[src/common/cargo_defines.svh]
`ifndef CARGO_DEFINES_SVH
`define CARGO_DEFINES_SVH

// building and stop memory
`define FLOORS        4
`define QUEUE_DEPTH   8

// clock cycles per serial bit
`define BAUD_DIVIDER  16

// timed motion, no shaft sensors
`define TRAVEL_TICKS  40  // one floor
`define DOOR_TICKS    24  // door held open

`endif

[src/common/cargoPkg.sv]
package cargoPkg;

    typedef logic [1:0] floorT;  // floor 0..3
    typedef logic [1:0] cargoT;
    typedef logic [3:0] qAddrT;  // holds a full count as well as an index

    // what the stop memory does this cycle
    typedef enum logic [1:0] {
        QOP_NONE,
        QOP_INSERT,
        QOP_POP
    } queueOpE;

endpackage

[src/common/ctrlPkg.sv]
package ctrlPkg;

    // fitting a request into the stop queue
    typedef enum logic [2:0] {
        FIT_IDLE,
        FIT_CHECK,
        FIT_SCAN_ORIG,
        FIT_PUT_ORIG,
        FIT_SCAN_DEST,
        FIT_PUT_DEST
    } fitStateE;

    typedef enum logic [1:0] {
        MOT_PARKED,
        MOT_TRAVEL,
        MOT_DOOR
    } motionStateE;

endpackage

[src/serial/rxSerial8n1.sv]
`timescale 1ns/1ps
`include "cargo_defines.svh"

module rxSerial8n1 (
    input  logic       clock,
    input  logic       rstN,
    input  logic       rx,
    output logic       byteReady,
    output logic [7:0] rxByte
);

    localparam int BAUD_W = $clog2(`BAUD_DIVIDER);
    localparam logic [BAUD_W-1:0] FULL_BIT = BAUD_W'(`BAUD_DIVIDER - 1);
    localparam logic [BAUD_W-1:0] HALF_BIT = BAUD_W'(`BAUD_DIVIDER / 2 - 1);

    typedef enum logic [1:0] {
        RX_IDLE,
        RX_START,
        RX_DATA,
        RX_STOP
    } rxStateE;

    rxStateE           state;
    logic [1:0]        rxSync;  // two-flop synchronizer
    logic [BAUD_W-1:0] baudCnt;
    logic [2:0]        bitCnt;
    logic [7:0]        shiftReg;
    logic              tick;
    logic              rxLine;

    assign rxLine = rxSync[1];
    assign tick   = (baudCnt == '0);
    assign rxByte = shiftReg;

    always_ff @(posedge clock) begin
        if (!rstN) begin
            rxSync <= 2'b11;  // idle line is high
        end else begin
            rxSync <= {rxSync[0], rx};
        end
    end

    always_ff @(posedge clock) begin
        if (!rstN) begin
            state     <= RX_IDLE;
            baudCnt   <= '0;
            bitCnt    <= '0;
            byteReady <= 1'b0;
        end else begin
            byteReady <= 1'b0;
            if (!tick) begin
                baudCnt <= baudCnt - 1'b1;
            end
            case (state)
                RX_IDLE: begin
                    if (!rxLine) begin
                        state   <= RX_START;
                        baudCnt <= HALF_BIT;  // aim at the middle of the start bit
                    end
                end
                RX_START: begin
                    if (tick) begin
                        state   <= rxLine ? RX_IDLE : RX_DATA;  // glitch check
                        baudCnt <= FULL_BIT;
                        bitCnt  <= '0;
                    end
                end
                RX_DATA: begin
                    if (tick) begin
                        baudCnt <= FULL_BIT;
                        bitCnt  <= bitCnt + 1'b1;
                        if (bitCnt == 3'd7) begin
                            state <= RX_STOP;
                        end
                    end
                end
                RX_STOP: begin
                    if (tick) begin
                        byteReady <= rxLine;  // framing error drops the byte
                        state     <= RX_IDLE;
                    end
                end
                default: state <= RX_IDLE;
            endcase
        end
    end

    // lsb arrives first
    always_ff @(posedge clock) begin
        if (state == RX_DATA && tick) begin
            shiftReg <= {rxLine, shiftReg[7:1]};
        end
    end

endmodule

[src/queue/stopQueue.sv]
`timescale 1ns/1ps
`include "cargo_defines.svh"

module stopQueue (
    input  logic              clock,
    input  logic              rstN,
    input  cargoPkg::queueOpE queueOp,
    input  cargoPkg::qAddrT   insIndex,
    input  cargoPkg::floorT   insData,
    input  cargoPkg::qAddrT   scanIndex,
    output cargoPkg::floorT   headStop,
    output cargoPkg::floorT   curStop,
    output cargoPkg::floorT   prevStop,
    output cargoPkg::qAddrT   queueCount
);
    import cargoPkg::*;

    localparam int AW = $clog2(`QUEUE_DEPTH);
    localparam qAddrT DEPTH = qAddrT'(`QUEUE_DEPTH);

    floorT stops [`QUEUE_DEPTH];
    qAddrT count;
    qAddrT prevIndex;

    assign prevIndex  = scanIndex - 1'b1;  // wraps at 0, datapath uses the floor there
    assign queueCount = count;
    assign headStop   = stops[0];

    // reads past the top give 0
    assign curStop  = (scanIndex < DEPTH) ? stops[scanIndex[AW-1:0]] : '0;
    assign prevStop = (prevIndex < DEPTH) ? stops[prevIndex[AW-1:0]] : '0;

    always_ff @(posedge clock) begin
        if (!rstN) begin
            count <= '0;
        end else begin
            case (queueOp)
                QOP_INSERT: count <= count + 1'b1;
                QOP_POP:    count <= count - 1'b1;
                default:    count <= count;
            endcase
        end
    end

    // entries at and above count are stale
    always_ff @(posedge clock) begin
        case (queueOp)
            QOP_INSERT: begin
                for (int i = `QUEUE_DEPTH - 1; i > 0; i--) begin
                    if (qAddrT'(i) > insIndex) begin
                        stops[i] <= stops[i-1];  // open a gap above the index
                    end
                end
                stops[insIndex[AW-1:0]] <= insData;
            end
            QOP_POP: begin
                for (int i = 0; i < `QUEUE_DEPTH - 1; i++) begin
                    stops[i] <= stops[i+1];
                end
            end
            default: ;
        endcase
    end

endmodule

[src/hdl/cargoDatapath.sv]
`timescale 1ns/1ps
`include "cargo_defines.svh"

module cargoDatapath (
    input  logic            clock,
    input  logic            rstN,
    input  logic            byteReady,
    input  logic [7:0]      rxByte,
    input  logic            selDest,
    input  logic            scanClear,
    input  logic            scanStep,
    input  logic            floorStep,
    input  logic            floorUp,
    input  logic            timerRun,
    input  logic            doorPhase,
    input  cargoPkg::floorT headStop,
    input  cargoPkg::floorT curStop,
    input  cargoPkg::floorT prevStop,
    input  cargoPkg::qAddrT queueCount,
    output logic            newRequest,
    output cargoPkg::qAddrT scanIndex,
    output cargoPkg::floorT candidate,
    output logic            between,
    output logic            repeated,
    output logic            atEnd,
    output cargoPkg::floorT floor,
    output logic            headAbove,
    output logic            atHead,
    output logic            timerDone,
    output cargoPkg::cargoT cargoType
);
    import cargoPkg::*;

    localparam int MAX_TICKS = (`TRAVEL_TICKS > `DOOR_TICKS) ? `TRAVEL_TICKS : `DOOR_TICKS;
    localparam int TIMER_W = $clog2(MAX_TICKS);
    localparam floorT TOP_FLOOR = floorT'(`FLOORS - 1);

    floorT              origin;
    floorT              dest;
    floorT              prevPoint;
    logic               readyDly;
    logic [TIMER_W-1:0] timer;
    logic [TIMER_W-1:0] timerLast;

    // request byte: [1:0] origin, [3:2] destination, [5:4] cargo
    always_ff @(posedge clock) begin
        if (byteReady) begin
            origin    <= rxByte[1:0];
            dest      <= rxByte[3:2];
            cargoType <= rxByte[5:4];
        end
    end

    always_ff @(posedge clock) begin
        if (!rstN) begin
            readyDly   <= 1'b0;
            newRequest <= 1'b0;
        end else begin
            readyDly   <= byteReady;
            newRequest <= byteReady & ~readyDly;  // rising edge, a cycle after the latch
        end
    end

    always_ff @(posedge clock) begin
        if (!rstN || scanClear) begin
            scanIndex <= '0;
        end else if (scanStep) begin
            scanIndex <= scanIndex + 1'b1;
        end
    end

    // comparisons for the ride-along rule
    assign candidate = selDest ? dest : origin;
    assign prevPoint = (scanIndex == '0) ? floor : prevStop;
    assign atEnd     = (scanIndex == queueCount);

    always_comb begin
        between = ((candidate > prevPoint) && (candidate < curStop)) ||
                  ((candidate < prevPoint) && (candidate > curStop));
        between = between && !atEnd;  // no next point past the end
        repeated = (candidate == prevPoint) || (!atEnd && (candidate == curStop));
    end

    always_ff @(posedge clock) begin
        if (!rstN) begin
            floor <= '0;
        end else if (floorStep) begin
            if (floorUp && floor != TOP_FLOOR) begin
                floor <= floor + 1'b1;
            end else if (!floorUp && floor != '0) begin
                floor <= floor - 1'b1;
            end
        end
    end

    assign headAbove = (headStop > floor);
    assign atHead    = (headStop == floor);

    // one timer shared by travel and door
    assign timerLast = doorPhase ? TIMER_W'(`DOOR_TICKS - 1) : TIMER_W'(`TRAVEL_TICKS - 1);
    assign timerDone = timerRun && (timer == timerLast);

    always_ff @(posedge clock) begin
        if (!rstN || !timerRun || timerDone) begin
            timer <= '0;
        end else begin
            timer <= timer + 1'b1;
        end
    end

endmodule

[src/hdl/cargoControl.sv]
`timescale 1ns/1ps
`include "cargo_defines.svh"

module cargoControl (
    input  logic              clock,
    input  logic              rstN,
    input  logic              newRequest,
    input  logic              between,
    input  logic              repeated,
    input  logic              atEnd,
    input  cargoPkg::qAddrT   queueCount,
    input  logic              headAbove,
    input  logic              atHead,
    input  logic              timerDone,
    output logic              selDest,
    output logic              scanClear,
    output logic              scanStep,
    output cargoPkg::queueOpE queueOp,
    output logic              floorStep,
    output logic              floorUp,
    output logic              timerRun,
    output logic              doorPhase,
    output logic              moving,
    output logic              doorOpen,
    output logic              stopServed,
    output logic              reqDropped
);
    import cargoPkg::*;
    import ctrlPkg::*;

    fitStateE    fitState;
    fitStateE    fitNext;
    motionStateE motState;
    motionStateE motNext;
    logic        doorExpired;  // door time over, pop still pending
    logic        insertNow;
    logic        popNow;
    logic        fitIdle;
    logic        queueFull;

    assign fitIdle   = (fitState == FIT_IDLE);
    assign queueFull = (queueCount + qAddrT'(2)) > qAddrT'(`QUEUE_DEPTH);  // room for both stops
    assign queueOp   = insertNow ? QOP_INSERT : (popNow ? QOP_POP : QOP_NONE);
    assign moving    = (motState == MOT_TRAVEL);
    assign doorOpen  = (motState == MOT_DOOR);

    always_ff @(posedge clock) begin
        if (!rstN) begin
            fitState    <= FIT_IDLE;
            motState    <= MOT_PARKED;
            doorExpired <= 1'b0;
        end else begin
            fitState    <= fitNext;
            motState    <= motNext;
            doorExpired <= doorOpen && !popNow && (doorExpired || timerDone);
        end
    end

    // fit FSM, one scan position per cycle
    always_comb begin
        fitNext    = fitState;
        selDest    = 1'b0;
        scanClear  = 1'b0;
        scanStep   = 1'b0;
        insertNow  = 1'b0;
        reqDropped = 1'b0;
        case (fitState)
            FIT_IDLE: begin
                if (newRequest) begin
                    fitNext = FIT_CHECK;
                end
            end
            FIT_CHECK: begin
                if (queueFull) begin
                    reqDropped = 1'b1;
                    fitNext    = FIT_IDLE;
                end else begin
                    scanClear = 1'b1;
                    fitNext   = FIT_SCAN_ORIG;
                end
            end
            FIT_SCAN_ORIG: begin
                if (repeated) begin
                    // a match on the next point puts the destination scan past it
                    scanStep = !atEnd;
                    fitNext  = FIT_SCAN_DEST;
                end else if (between || atEnd) begin
                    fitNext = FIT_PUT_ORIG;
                end else begin
                    scanStep = 1'b1;
                end
            end
            FIT_PUT_ORIG: begin
                insertNow = 1'b1;
                scanStep  = 1'b1;  // destination must come after the origin
                fitNext   = FIT_SCAN_DEST;
            end
            FIT_SCAN_DEST: begin
                selDest = 1'b1;
                if (repeated) begin
                    fitNext = FIT_IDLE;
                end else if (between || atEnd) begin
                    fitNext = FIT_PUT_DEST;
                end else begin
                    scanStep = 1'b1;
                end
            end
            FIT_PUT_DEST: begin
                selDest   = 1'b1;
                insertNow = 1'b1;
                fitNext   = FIT_IDLE;
            end
            default: fitNext = FIT_IDLE;
        endcase
    end

    // motion FSM
    always_comb begin
        motNext    = motState;
        floorStep  = 1'b0;
        floorUp    = 1'b0;
        timerRun   = 1'b0;
        doorPhase  = 1'b0;
        popNow     = 1'b0;
        stopServed = 1'b0;
        case (motState)
            MOT_PARKED: begin
                if (queueCount != '0) begin
                    motNext = atHead ? MOT_DOOR : MOT_TRAVEL;
                end
            end
            MOT_TRAVEL: begin
                if (atHead) begin
                    motNext = MOT_DOOR;
                end else begin
                    timerRun  = 1'b1;
                    floorStep = timerDone;  // one floor per travel period
                    floorUp   = headAbove;
                end
            end
            MOT_DOOR: begin
                doorPhase = 1'b1;
                timerRun  = !doorExpired;
                // queue belongs to the fit FSM until it is idle
                if ((doorExpired || timerDone) && fitIdle) begin
                    popNow     = 1'b1;
                    stopServed = 1'b1;
                    motNext    = MOT_PARKED;
                end
            end
            default: motNext = MOT_PARKED;
        endcase
    end

endmodule

[src/hdl/smartCargo.sv]
`timescale 1ns/1ps

module smartCargo (
    input  logic            clock,
    input  logic            rstN,
    input  logic            rx,
    output cargoPkg::floorT floor,
    output logic            moving,
    output logic            doorOpen,
    output logic            stopServed,
    output cargoPkg::floorT servedFloor,
    output logic            reqDropped,
    output cargoPkg::cargoT cargoType
);
    import cargoPkg::*;

    logic       byteReady;
    logic [7:0] rxByte;
    logic       newRequest;
    logic       selDest;
    logic       scanClear;
    logic       scanStep;
    logic       between;
    logic       repeated;
    logic       atEnd;
    logic       floorStep;
    logic       floorUp;
    logic       timerRun;
    logic       doorPhase;
    logic       timerDone;
    logic       headAbove;
    logic       atHead;
    queueOpE    queueOp;
    qAddrT      scanIndex;
    qAddrT      queueCount;
    floorT      candidate;
    floorT      headStop;
    floorT      curStop;
    floorT      prevStop;

    assign servedFloor = floor;  // sampled by stopServed

    rxSerial8n1 rxUnit (
        .clock     (clock),
        .rstN      (rstN),
        .rx        (rx),
        .byteReady (byteReady),
        .rxByte    (rxByte)
    );

    cargoDatapath dp (
        .clock      (clock),
        .rstN       (rstN),
        .byteReady  (byteReady),
        .rxByte     (rxByte),
        .selDest    (selDest),
        .scanClear  (scanClear),
        .scanStep   (scanStep),
        .floorStep  (floorStep),
        .floorUp    (floorUp),
        .timerRun   (timerRun),
        .doorPhase  (doorPhase),
        .headStop   (headStop),
        .curStop    (curStop),
        .prevStop   (prevStop),
        .queueCount (queueCount),
        .newRequest (newRequest),
        .scanIndex  (scanIndex),
        .candidate  (candidate),
        .between    (between),
        .repeated   (repeated),
        .atEnd      (atEnd),
        .floor      (floor),
        .headAbove  (headAbove),
        .atHead     (atHead),
        .timerDone  (timerDone),
        .cargoType  (cargoType)
    );

    stopQueue queue (
        .clock      (clock),
        .rstN       (rstN),
        .queueOp    (queueOp),
        .insIndex   (scanIndex),  // inserts land at the scan position
        .insData    (candidate),
        .scanIndex  (scanIndex),
        .headStop   (headStop),
        .curStop    (curStop),
        .prevStop   (prevStop),
        .queueCount (queueCount)
    );

    cargoControl ctrl (
        .clock      (clock),
        .rstN       (rstN),
        .newRequest (newRequest),
        .between    (between),
        .repeated   (repeated),
        .atEnd      (atEnd),
        .queueCount (queueCount),
        .headAbove  (headAbove),
        .atHead     (atHead),
        .timerDone  (timerDone),
        .selDest    (selDest),
        .scanClear  (scanClear),
        .scanStep   (scanStep),
        .queueOp    (queueOp),
        .floorStep  (floorStep),
        .floorUp    (floorUp),
        .timerRun   (timerRun),
        .doorPhase  (doorPhase),
        .moving     (moving),
        .doorOpen   (doorOpen),
        .stopServed (stopServed),
        .reqDropped (reqDropped)
    );

endmodule

[config.mk]
export PLATFORM = sky130hd
export DESIGN_NAME = smartCargo
export DESIGN_NICKNAME = d
export VERILOG_FILES = /design/src/common/cargoPkg.sv /design/src/common/ctrlPkg.sv /design/src/serial/rxSerial8n1.sv /design/src/queue/stopQueue.sv /design/src/hdl/cargoDatapath.sv /design/src/hdl/cargoControl.sv /design/src/hdl/smartCargo.sv
export VERILOG_INCLUDE_DIRS = /design/src /design/src/common
export SDC_FILE = /design/constraint.sdc
export NUM_CORES = 1
export LEC_CHECK = 0
export ABC_AREA = 1
export BUFFER_PORTS_ARGS = -buffer_cell sky130_fd_sc_hd__buf_4
export CORE_ASPECT_RATIO = 1.1
export CORE_MARGIN = 2
export CORE_UTILIZATION = 33
export CTS_CLUSTER_DIAMETER = 100
export DETAILED_ROUTE_END_ITERATION = 16
export GPL_TIMING_DRIVEN = 0
export PLACE_DENSITY = 0.55
export SYNTH_ARGS = -nofsm -noshare
export SYNTH_HDL_FRONTEND = slang
export SYNTH_SLANG_ARGS = --single-unit
[constraint.sdc]
create_clock -name clock -period 3.85 [get_ports clock]
set_input_delay 0 -clock clock [delete_from_list [all_inputs] [get_ports clock]]
set_output_delay 0 -clock clock [all_outputs]
set_load 0.03 [all_outputs]
* Word level (Yosys, flattened, before mapping)
Memory sizes are Yosys's and may differ from the RTL's. A register that Yosys moved wholly into a read port is not among the register bits. Index checks and enable logic that the tools add are counted. W data, S select, Z words.
Storage, ports and cells: register bits after elaboration 50, memory bits (writable) 16, bits of input ports 3, output and inout port bits 10, logic and storage cells 217, memories kept 1
Memory list:
- queue.stops | words 8, width 2, read ports 10, clocked after memory_dff 1, wr ports 8, line stopQueue.sv:21 | floorT stops [`QUEUE_DEPTH];
Operators by class: $add $sub $neg 10, order comparisons 15, equality and inequality tests 30, muxes and demuxes 91, bitwise logic cells 8, reductions and logical operators 44
Operators with widths (number):
- $mux W2 | 26
- $mux W1 | 43
- $mux W3 | 10
- $gt A3 B4 Y1 const A | 4
- $pmux W4 S2 | 2
- $pmux W3 S5 | 1
- $mux W4 | 3
- $ne A2 B1 Y1 const B | 6
- $reduce_and A3 Y1 | 4
- $sub A4 B1 Y4 const B | 3
- $logic_and A1 B1 Y1 | 11
- $eq A3 B3 Y1 const B | 3
- $add A4 B1 Y4 const B | 2
- $eq A2 B2 Y1 const B | 4
- $gt A2 B4 Y1 const A | 2
- $logic_not A4 Y1 | 2
- $lt A4 B4 Y1 const B | 2
- $ne A2 B2 Y1 const B | 4
- $pmux W2 S4 | 1
- $reduce_bool A2 Y1 | 4
- $reduce_or A2 Y1 | 4
- $logic_or A1 B1 Y1 | 7
- $add A6 B1 Y6 const B | 1
- $eq A2 B1 Y1 const B | 3
- 28 further kinds | 46

* Longest topological paths before layout
Gate-level depths: netlist of the first run.
depth in word-level cells 16, mapped depth 22, gate-level depth less buffers 21

* Modules after synthesis
From an unflattened synthesis of the first run, not the netlist that was laid out.
Second synthesis, totals: cells, all modules 565, area total of the unflattened synthesis 4191.5 um^2
By module, submodules not included:
- stopQueue | instances 1, cells an instance 209, area each 1525.2 um^2, sequential area each 560.5 um^2
- cargoDatapath | instances 1, cells an instance 153, area each 1118.6 um^2, sequential area each 460.4 um^2
- rxSerial8n1 | instances 1, cells an instance 119, area each 1021.0 um^2, sequential area each 480.5 um^2
- cargoControl | instances 1, cells an instance 82, area each 511.7 um^2, sequential area each 120.1 um^2
- smartCargo | instances 1, cells an instance 2, area each 15.0 um^2, sequential area each 0.0 um^2

* Worst setup path before layout of the first run
No wires, ideal clock.
path kind reg-to-reg, from reg dp.floor[1], to reg queue.count[3] (netlist: queue.queueCount[3]), setup time 115 ps, arrival time 2667 ps, required time 3735 ps, slack 1068 ps, cell stages (with the launch flop) 21, buffers on the path 1, clock period less this slack 2782 ps, cell sequence dfxtp_1 -> inv_1 -> ha_1 -> nand2_1 -> nand2_1 -> o21ai_1 -> nand2_1 -> inv_1 -> nand2_2 -> nand2_2 -> nand3_2 -> buf_6 -> inv_2 -> ha_1 -> nand2_1 -> nor2_1 -> a211oi_1 -> or2_2 -> nand3_1 -> nand2_1 -> nor2_1
On the way: word-level cells in the longest chain between the ends 12, elaborated cells between the ends (all ways) 14, classes of those cells 3 x eq/ne; 7 x mux; 4 x reduce/logical
Ends and longest elaborated chain:
- from (decl) | line cargoDatapath.sv:26 | output cargoPkg::floorT floor,
- from (signal assigned) | line cargoDatapath.sv:89 | floor <= floor + 1'b1;
- from (signal assigned) | line cargoDatapath.sv:91 | floor <= floor - 1'b1;
- $eq A2 B2 Y1 * | line cargoDatapath.sv:97 | assign atHead = (headStop == floor);
- $mux W1 * | line cargoControl.sv:133 | if (atHead) begin
- $pmux W1 S2 * | line cargoControl.sv:126 | case (motState)
- $logic_and A1 B1 Y1 * | line cargoDatapath.sv:101 | assign timerDone = timerRun && (timer == timerLast);
- $logic_or A1 B1 Y1 * | line cargoControl.sv:145 | if ((doorExpired || timerDone) && fitIdle) begin
- $logic_and A1 B1 Y1 * | line cargoControl.sv:145
- $mux W1 * | line cargoControl.sv:145
- $mux W1 * | line cargoControl.sv:126
- $mux W2 * (2 in a row) | line cargoControl.sv:43 | assign queueOp = insertNow ? QOP_INSERT : (popNow ? QOP_POP : QOP_NONE);
- $eq A2 B2 Y1 or $eq A2 B1 Y1 (tied branches) | line stopQueue.sv:37 | case (queueOp)
- $pmux W4 S2 or $reduce_bool A2 Y1 (tied branches)
- to (signal assigned) | line stopQueue.sv:38 | QOP_INSERT: count <= count + 1'b1;
- to (signal assigned) | line stopQueue.sv:39 | QOP_POP: count <= count - 1'b1;
- to (signal assigned) | line stopQueue.sv:40 | default: count <= count;
- to (decl) | line stopQueue.sv:22 | qAddrT count;
Every way passes the cells marked *; elsewhere a longest branch is shown, timed or not. A chain may end at the register's enable or synchronous reset.

* Final worst setup path of the first run
from reg dp.scanIndex[0], to reg dp.scanIndex[0]
On the way: word-level cells in the longest chain between the ends 12, elaborated cells between the ends (all ways) 28, classes of those cells 2 x add/sub; 6 x order compare; 3 x eq/ne; 7 x mux; 9 x reduce/logical; 1 x memory
Ends and longest elaborated chain:
- from (decl) | line cargoDatapath.sv:21 | output cargoPkg::qAddrT scanIndex,
- from (signal assigned) | line cargoDatapath.sv:68 | scanIndex <= scanIndex + 1'b1;
- $sub A4 B1 Y4 * | line stopQueue.sv:25 | assign prevIndex = scanIndex - 1'b1;
- via queue.prevIndex[0] | line stopQueue.sv:23 | qAddrT prevIndex;
- $mem_v2 Z8 W2 or $lt A4 B4 Y1 (tied branches)
- $mux W2 * | line stopQueue.sv:31 | assign prevStop = (prevIndex < DEPTH) ? stops[prevIndex[AW-1:0]] : '0;
- $mux W2 * | line cargoDatapath.sv:74 | assign prevPoint = (scanIndex == '0) ? floor : prevStop;
- $gt A2 B2 Y1 or $lt A2 B2 Y1 (tied branches) | line cargoDatapath.sv:78, cargoDatapath.sv:79
- $logic_and A1 B1 Y1, on equally long branches | line cargoDatapath.sv:78, cargoDatapath.sv:79
- $logic_or A1 B1 Y1 | line cargoDatapath.sv:78 | between = ((candidate > prevPoint) && (candidate < curStop)) ||
- $logic_and A1 B1 Y1 | line cargoDatapath.sv:80 | between = between && !atEnd;
- $logic_or A1 B1 Y1 | line cargoControl.sv:87, cargoControl.sv:102
- $mux W1 | line cargoControl.sv:87, cargoControl.sv:102
- $mux W1, on equally long branches | line cargoControl.sv:100, cargoControl.sv:83
- $pmux W1 S3 * | line cargoControl.sv:67 | case (fitState)
Mark *: on every way through the listed nets, which the timed path passes. The rest lies on a longest branch.

==> results of run 1 <==
## cell usage after synthesis (9+ instances only)
library cell / instances / area share
xor2_1: 9 / 0.019
nand2_1: 96 / 0.089
o21ai_0: 51 / 0.063
nand3_1: 21 / 0.026
a21oi_1: 45 / 0.056
dfxtp_1: 39 / 0.19
edfxtp_1: 30 / 0.22
inv_1: 73 / 0.068
nor2_1: 60 / 0.056
ha_1: 24 / 0.074
## placed cells by master (no fill, tap or decap), types with 5 or more instances in the layout
master     count
nor3_1         5
dfxtp_1       39
o21ai_0       51
nand4_1        6
o211ai_1       5
nand2_2        6
xor2_1         9
inv_2          6
nand3_1       21
nand2_1       96
nor2_1        60
clkbuf_16      9
inv_1         73
a31oi_1        5
a21oi_1       45
edfxtp_1      30
ha_1          24
buf_4         16
## layout make-up
type,instances,area (µm²)
Sequential cell,69,1680
Fill cell,1233,7360
Clock buffer,9,225
Tap cell,154,193
Clock inverter,7,50.0
Multi-Input combinational cell,364,1990
Inverter,79,297
Timing Repair Buffer,14,110
Buffer,12,72.6
## cell families after synthesis
kind of cell,after synthesis,synth area share
adder cells (fa/ha/maj),25,0.0792
XOR/XNOR,9,0.0195
flip-flops,69,0.416
AND/OR/NAND/NOR,207,0.223
AO/OA/AOI/OAI,123,0.171
buffers and inverters,91,0.0913
## critical path, stage by stage (launching register included)
cell	delay, ps
dfxtp_1	500
inv_2	100
buf_2	210
ha_1	400
inv_1	140
o21ai_0	90
a21oi_1	170
o2111ai_1	140
o21ai_0	90
inv_1	70
ha_1	290
nand2_1	50
nand2_1	70
inv_1	40
nand3_1	80
nand3_1	120
nor2_1	190
nand2_4	100
nand3_4	80
nand2_1	70
a21oi_1	140
## worst max path at each step
stage | from | endpoint | slack [ps] | cells past startpoint
2_1_floorplan | dp.floor[1] | queue.queueCount[3] | 1070 | 20
3_3_place_gp | dp.scanIndex[0] | register | 620 | 20
3_5_place_dp | dp.scanIndex[0] | dp.scanIndex[0] | 660 | 20
4_1_cts | dp.scanIndex[0] | dp.scanIndex[0] | 640 | 20
5_1_grt | dp.scanIndex[0] | dp.scanIndex[0] | 260 | 20
6_report | dp.scanIndex[0] | dp.scanIndex[0] | 650 | 20
## layer usage
layer / share of wire / up-vias / routed length [µm]
li1: - / 1792 / -
met1: 0.44 / 1609 / 4270
met2: 0.49 / 75 / 4730
met3: 0.050 / 19 / 483
met4: 0.025 / 0 / 240
met5: 0 / - / 0
## registers in the layout, summed over array words and instances (netlist names), named ones only
signal            flops
dp.origin             2
queue.queueCount      4
rxUnit.baudCnt        4
queue.stops          16
dp.cargoType          2
ctrl.doorExpired      1
dp.readyDly           1
dp.scanIndex          4
dp.floor              2
dp.timer              6
dp.dest               2
rxUnit.state          1
rxUnit.byteReady      1
dp.newRequest         1
rxUnit.rxByte         8
rxUnit.rxSync         2
rxUnit.bitCnt         3
ctrl.motState         2
ctrl.fitState         3
## metrics by stage
stage	cell area [µm²]	util	hold slack, ps
after floorplan	4040	-	107
after global placement	4330	0.361	191
after detailed placement	4330	0.361	191
after CTS	4620	0.386	383
after global routing	4620	0.386	386
final	4620	0.386	391
## power groups by stage
stage                     logic (mW)  registers, mW  clock network [mW]
after floorplan                0.340          0.856                   0
after global placement         0.423          0.862                   0
after detailed placement       0.429          0.865                   0
after CTS                      0.434          0.850               0.786
after global routing           0.505          0.856               0.818
final                          0.433          0.850               0.769
==> results by group, run 1 <==
Setup path
  – R2r endpoint: dp.scanIndex[0]
  – Startpoint of the lowest-slack register-to-register path: dp.scanIndex[0]
  – Data required time at the worst endpoint: 4120 ps
  – Startpoint class of the critical path: register
  – Worst Path Class, Setup: register to register
  – Register-to-register path setup slack: 650 ps
  – Critical Path Sink Type: register
  – Highest net fanout along the worst path: 11
  – Critical path arrival: 3460 ps
  – Path depth of the worst reg2reg path: 20

Route
  – Number of vias per cell after detailed routing: 4.94
  – DRT Pass-1 Iters: 5
  – Total length of routed wires: 9720 µm
  – Starting DRC count in detailed routing: 193
  – Residual antenna-violating net count after detailed routing: 0
  – DRC violation count after routing: 0
  – Vias post-DR: 3,495
  – Wire per inst: 13.7 µm

Min path
  – Class of the worst hold path: input pin to register
  – Origin of the worst min-delay path: rx
  – Hold worst-path end: rxUnit.rxSync[0]
  – Worst Hold Depth: 3

Logic synthesis
  – Average size of a mapped cell: 7.72 µm²
  – Synthesized Nets: 552
  – Share of synthesized area occupied by flip-flops and latches: 0.416
  – Distinct cell type count of the synthesized netlist: 43
  – Number of enable flip-flop cells after synthesis: 30
  – Async S/R FF share, synth: 0
  – Yosys Warn Count: 0
  – Prevailing post-synth register cell: dfxtp_1
  – Syn Std Cell Area: 4040 µm²
  – Number of register bits inferred by synthesis: 69
  – Synthesized netlist cell count: 524

Final layout
  – Fraction of final layout cells with drive strength greater than 1: 0.110
  – Post-synthesis to final-layout area growth: 14.3%
  – Net total in the final layout: 577
  – Final Non-Filler Cells: 708
  – Antenna cell count: 0

Pwr
  – Power Internal: 1.41 mW
  – Clock group share of total power: 0.375
  – Part of the power in registers: 0.414
  – Areal power density over the cells: 444 nW/µm²
  – Leakage power: 1.99 nW
  – Max rail drop VDD: 0.381 mV
  – Net switching component of the power: 0.643 mW
  – Power consumption: 2.05 mW
  – Switching Fraction: 0.313
  – Combinational Power Share: 0.211

Placement
  – Port bufs: 12
  – Pre-CTS setup slack: 661 ps
  – Number of placed cells counting well taps: 690
  – Routability Congestion: 0.866
  – Total half-perimeter wirelength after legalization and detailed placement: 7180 µm

Global route
  – Global routing usage on met3: 0.0445
  – Grt total ovfl: 0
  – Number of antenna violations at the first check in global routing: 0
  – Global-route met1 utilization: 0.184
  – Largest net degree at the start of global routing: 14
  – Combined global-route utilization of all metal layers: 0.158
  – Vias in the first global route: 3,391
  – M2 GR Usage: 0.266
  – Layer with the highest usage: met2
  – First-pass GRT wire length: 16,000 µm

Clocking
  – Root Buffer: clkbuf_16
  – CTS hold repair buffers: 2
  – Clock slew at the register clock pins of the worst setup and hold paths: 60 ps
  – Clock tree sinks: 69
  – Number of buffers created by CTS: 9
  – Number of H-tree levels: 3
  – CTS tree: yes
  – Worst-Skew Late Latency: 340 ps
  – Maximum root-to-sink buffer count: 2
  – Total of cells resized after clock tree synthesis: 0
  – Post-CTS setup buffer count: 0

Floorplanning
  – Area of the core: 12,000 µm²
  – I/O pin count: 13
  – Die Ht: 120 µm
  – Area of the die: 13,200 µm²
  – Die Width: 110 µm
  – Total number of placement rows: 42
  – Initial core utilization: 0.338

Timing
  – Number of pins with negative max-slew slack in the final report: 0
  – Share of the clock period used by the worst path after layout: 0.830
  – Max Freq: 313 MHz
  – Final setup violation count: 0
  – Worst max-slew margin expressed relative to the limit: 0.463
  – Total count of hold-check failures in the final report: 0
  – Final min period: 3200 ps
  – Unrepaired setup endpoints after global routing: no
  – Layout Skew: 4.78 ps
  – Slew at the pin with the worst max-slew slack: 801 ps
  – Setup tns final: 0 ps
  – Post-route setup slack: 653 ps

Status
  – Result of the run: finished clean

Run
  – Max-cap check violation count: 0
Power figures use the tool's default switching activity.
==> run 2, diff against run 1 <==
Settings changed: PLACE_DENSITY 0.55 to 0.56.
Clock period 3.85 ns to 2.57 ns, I/O delays scaled along.
==> results by group, run 2 (same netlist as run 1, synthesis figures left out) <==
Timing
  – Post-route setup slack: -43.1 ps (was 653 ps)
  – Final min period: 2610 ps (was 3200 ps)
  – Setup tns final: -208 ps (was 0 ps)
  – Worst max-slew margin expressed relative to the limit: 0.576 (was 0.463)
  – Share of the clock period used by the worst path after layout: 1.02 (was 0.830)
  – Layout Skew: 8.07 ps (was 4.78 ps)
  – Total count of hold-check failures in the final report: 0 (unchanged)
  – Worst Hold Margin: 384 ps (was 391 ps)
  – Final setup violation count: 7 (was 0)
  – Max Freq: 383 MHz (was 313 MHz)
  – Number of pins with negative max-slew slack in the final report: 0 (unchanged)
  – Unrepaired setup endpoints after global routing: yes (was no)
  – Slew at the pin with the worst max-slew slack: 628 ps (was 801 ps)

Final layout
  – Fill cell count: 1,204 (was 1,233)
  – Antenna cell count: 0 (unchanged)
  – Max FFs per register: 16 (unchanged)
  – Commonest non-fill, non-tap cell in the layout: nand2_1 (unchanged)
  – Register with the most flip-flops: queue.stops (unchanged)
  – Net total in the final layout: 592 (was 577)
  – Post-synthesis to final-layout area growth: 25.7% (was 14.3%)
  – Most frequent cells in the layout: 85 x nand2_1, 66 x inv_1, 58 x nor2_1, 40 x o21ai_0, 38 x a21oi_1 (was 96 x nand2_1, 73 x inv_1, 60 x nor2_1, 51 x o21ai_0, 45 x a21oi_1)
  – Cell area after layout: 5080 µm² (was 4620 µm²)
  – Final Non-Filler Cells: 723 (was 708)
  – Fraction of final layout cells with drive strength greater than 1: 0.225 (was 0.110)

Global route
  – Number of antenna violations at the first check in global routing: 0 (unchanged)
  – Combined global-route utilization of all metal layers: 0.164 (was 0.158)
  – First-pass GRT wire length: 16,800 µm (was 16,000 µm)
  – Vias in the first global route: 3,579 (was 3,391)
  – Largest net degree at the start of global routing: 14 (unchanged)
  – Grt total ovfl: 0 (unchanged)

Status
  – Violated checks: setup timing
  – Result of the run: finished with violations (was finished clean)

Pwr
  – Leakage power: 2.15 nW (was 1.99 nW)
  – Switching Fraction: 0.304 (was 0.313)
  – Combinational Power Share: 0.212 (was 0.211)
  – Clock group share of total power: 0.391 (was 0.375)
  – Net switching component of the power: 0.972 mW (was 0.643 mW)
  – Areal power density over the cells: 630 nW/µm² (was 444 nW/µm²)
  – Max rail drop VDD: 0.529 mV (was 0.381 mV)
  – Part of the power in registers: 0.397 (was 0.414)
  – Power Internal: 2.23 mW (was 1.41 mW)

Clocking
  – Maximum root-to-sink buffer count: 2 (unchanged)
  – Number of H-tree levels: 3 (unchanged)
  – Worst-Skew Late Latency: 330 ps (was 340 ps)
  – Root Buffer: clkbuf_16 (unchanged)
  – Clock slew at the register clock pins of the worst setup and hold paths: 60 ps (about the same)
  – Number of buffers created by CTS: 9 (unchanged)
  – Clock tree sinks: 69 (unchanged)
  – CTS tree: yes (unchanged)

Floorplanning
  – Area of the die: 13,200 µm² (unchanged)
  – Initial core utilization: 0.338 (unchanged)
  – Die Width: 110 µm (unchanged)
  – Area of the core: 12,000 µm² (unchanged)
  – Die Ht: 120 µm (unchanged)
  – I/O pin count: 13 (unchanged)
  – Total number of placement rows: 42 (unchanged)

Route
  – Total length of routed wires: 10,100 µm (was 9720 µm)
  – Vias post-DR: 3,640 (was 3,495)
  – DRT Pass-1 Iters: 4 (was 5)
  – Number of vias per cell after detailed routing: 5.03 (was 4.94)
  – Wire per inst: 14.0 µm (was 13.7 µm)
  – Starting DRC count in detailed routing: 164 (was 193)
  – DRC violation count after routing: 0 (unchanged)
  – Residual antenna-violating net count after detailed routing: 0 (unchanged)

Setup path
  – Critical Path Sink Type: register (unchanged)
  – Critical path arrival: 2880 ps (was 3460 ps)
  – Register-to-register path setup slack: -40 ps (was 650 ps)
  – Startpoint class of the critical path: register (unchanged)
  – Highest net fanout along the worst path: 5 (was 11)
  – R2r endpoint: dp.scanIndex[3] (was dp.scanIndex[0])
  – Startpoint of the lowest-slack register-to-register path: dp.scanIndex[0] (unchanged)
  – Worst Path Class, Setup: register to register (unchanged)
  – Data required time at the worst endpoint: 2840 ps (was 4120 ps)
  – Path depth of the worst reg2reg path: 20 (unchanged)

Placement
  – Total half-perimeter wirelength after legalization and detailed placement: 7120 µm (was 7180 µm)
  – Port bufs: 12 (unchanged)
  – Routability Congestion: 0.849 (was 0.866)
  – Placed Area: 4350 µm² (was 4330 µm²)
  – Number of placed cells counting well taps: 690 (unchanged)

Run
  – Max-cap check violation count: 0 (unchanged)

Min path
  – Hold worst-path end: dp.newRequest (was rxUnit.rxSync[0])
  – Class of the worst hold path: register to register (was input pin to register)
  – Worst Hold Depth: 1 (was 3)
  – Origin of the worst min-delay path: dp.readyDly (was rx)
-- run 2: cell types whose count changed in the layout (fill, tap and decap cells not counted), moves of 5 or more --
cell	previous run	this run
o21ai_1	2	10
ha_4	0	6
inv_1	73	66
ha_1	24	17
dfxtp_1	39	34
buf_4	16	33
nand2_1	96	85
a21oi_1	45	38
nand2_4	1	9
a21oi_2	0	7
o21ai_0	51	40
-- run 2: metrics by stage --
stage | setup slack, ps | utilization | power [mW]
detailed placement | -377 | 0.363 | 1.94
CTS | -16.8 | 0.411 | 3.22
global placement | -370 | 0.363 | 1.91
global route | -170 | 0.424 | 3.41
finish | -43.1 | 0.424 | 3.20
floorplan | -16.9 | - | 1.79
-- run 2: timing repair --
| item | CTS | global route |
|---|---|---|
| resized for setup | 43 | 42 |
| hold endpoints to repair | 3 | 0 |
| hold buffers | 2 | 0 |
| pin swaps | 20 | 25 |
| buffers inserted | 12 | 5 |
| endpoints found under the setup margin | 12 | 11 |
-- run 2: power groups by stage --
stage,sequential [mW],combinational (mW),clock (mW)
6_report,1.27,0.679,1.25
5_1_grt,1.28,0.791,1.33
4_1_cts,1.27,0.664,1.29
3_5_place_dp,1.29,0.641,0
3_3_place_gp,1.29,0.624,0
2_1_floorplan,1.28,0.510,0
-- run 2: critical path: stages (launching register included) --
cell and delay, ps:
dfxtp_4 370, inv_4 40, buf_8 110, ha_4 260
inv_4 70, o21ai_2 50, o221ai_2 160, o2111ai_1 130
o21ai_1 100, inv_1 80, ha_4 300, nand2_4 60
nand2_4 80, inv_4 40, nand3_4 70, nand3_4 80
nor2_4 110, nand2_4 90, nand3_4 150, nand2_2 80
a21oi_2 120
-- run 2: final cells by class --
| type | instances | area (µm²) | area share |
|---|---|---|---|
| well taps | 154 | 193 | 0.0379 |
| plain buffers | 10 | 68.8 | 0.0135 |
| multi-input cells | 364 | 2280 | 0.448 |
| clock inverters | 6 | 70.1 | 0.0138 |
| repair buffers | 31 | 238 | 0.0468 |
| clock buffers | 10 | 229 | 0.0450 |
| flip-flops and latches | 69 | 1700 | 0.333 |
| inverters | 79 | 312 | 0.0613 |
-- run 2: layer usage --
| metal | share of wire | GRT usage |
|---|---|---|
| met5 | 0 | 0 |
| met3 | 0.045 | 0.0445 |
| met4 | 0.023 | 0.0530 |
| met1 | 0.42 | 0.197 |
| met2 | 0.51 | 0.280 |
-- run 2: how the worst max path moves through the flow --
stage | startpoint | endpoint | slack, ps
global placement | dp.scanIndex[0] | register | -370
finish | dp.scanIndex[0] | dp.scanIndex[3] | -40
floorplan | dp.floor[1] | queue.queueCount[3] | -20
detailed placement | dp.scanIndex[0] | register | -380
CTS | dp.scanIndex[0] | register | -20
global route | dp.scanIndex[0] | register | -170
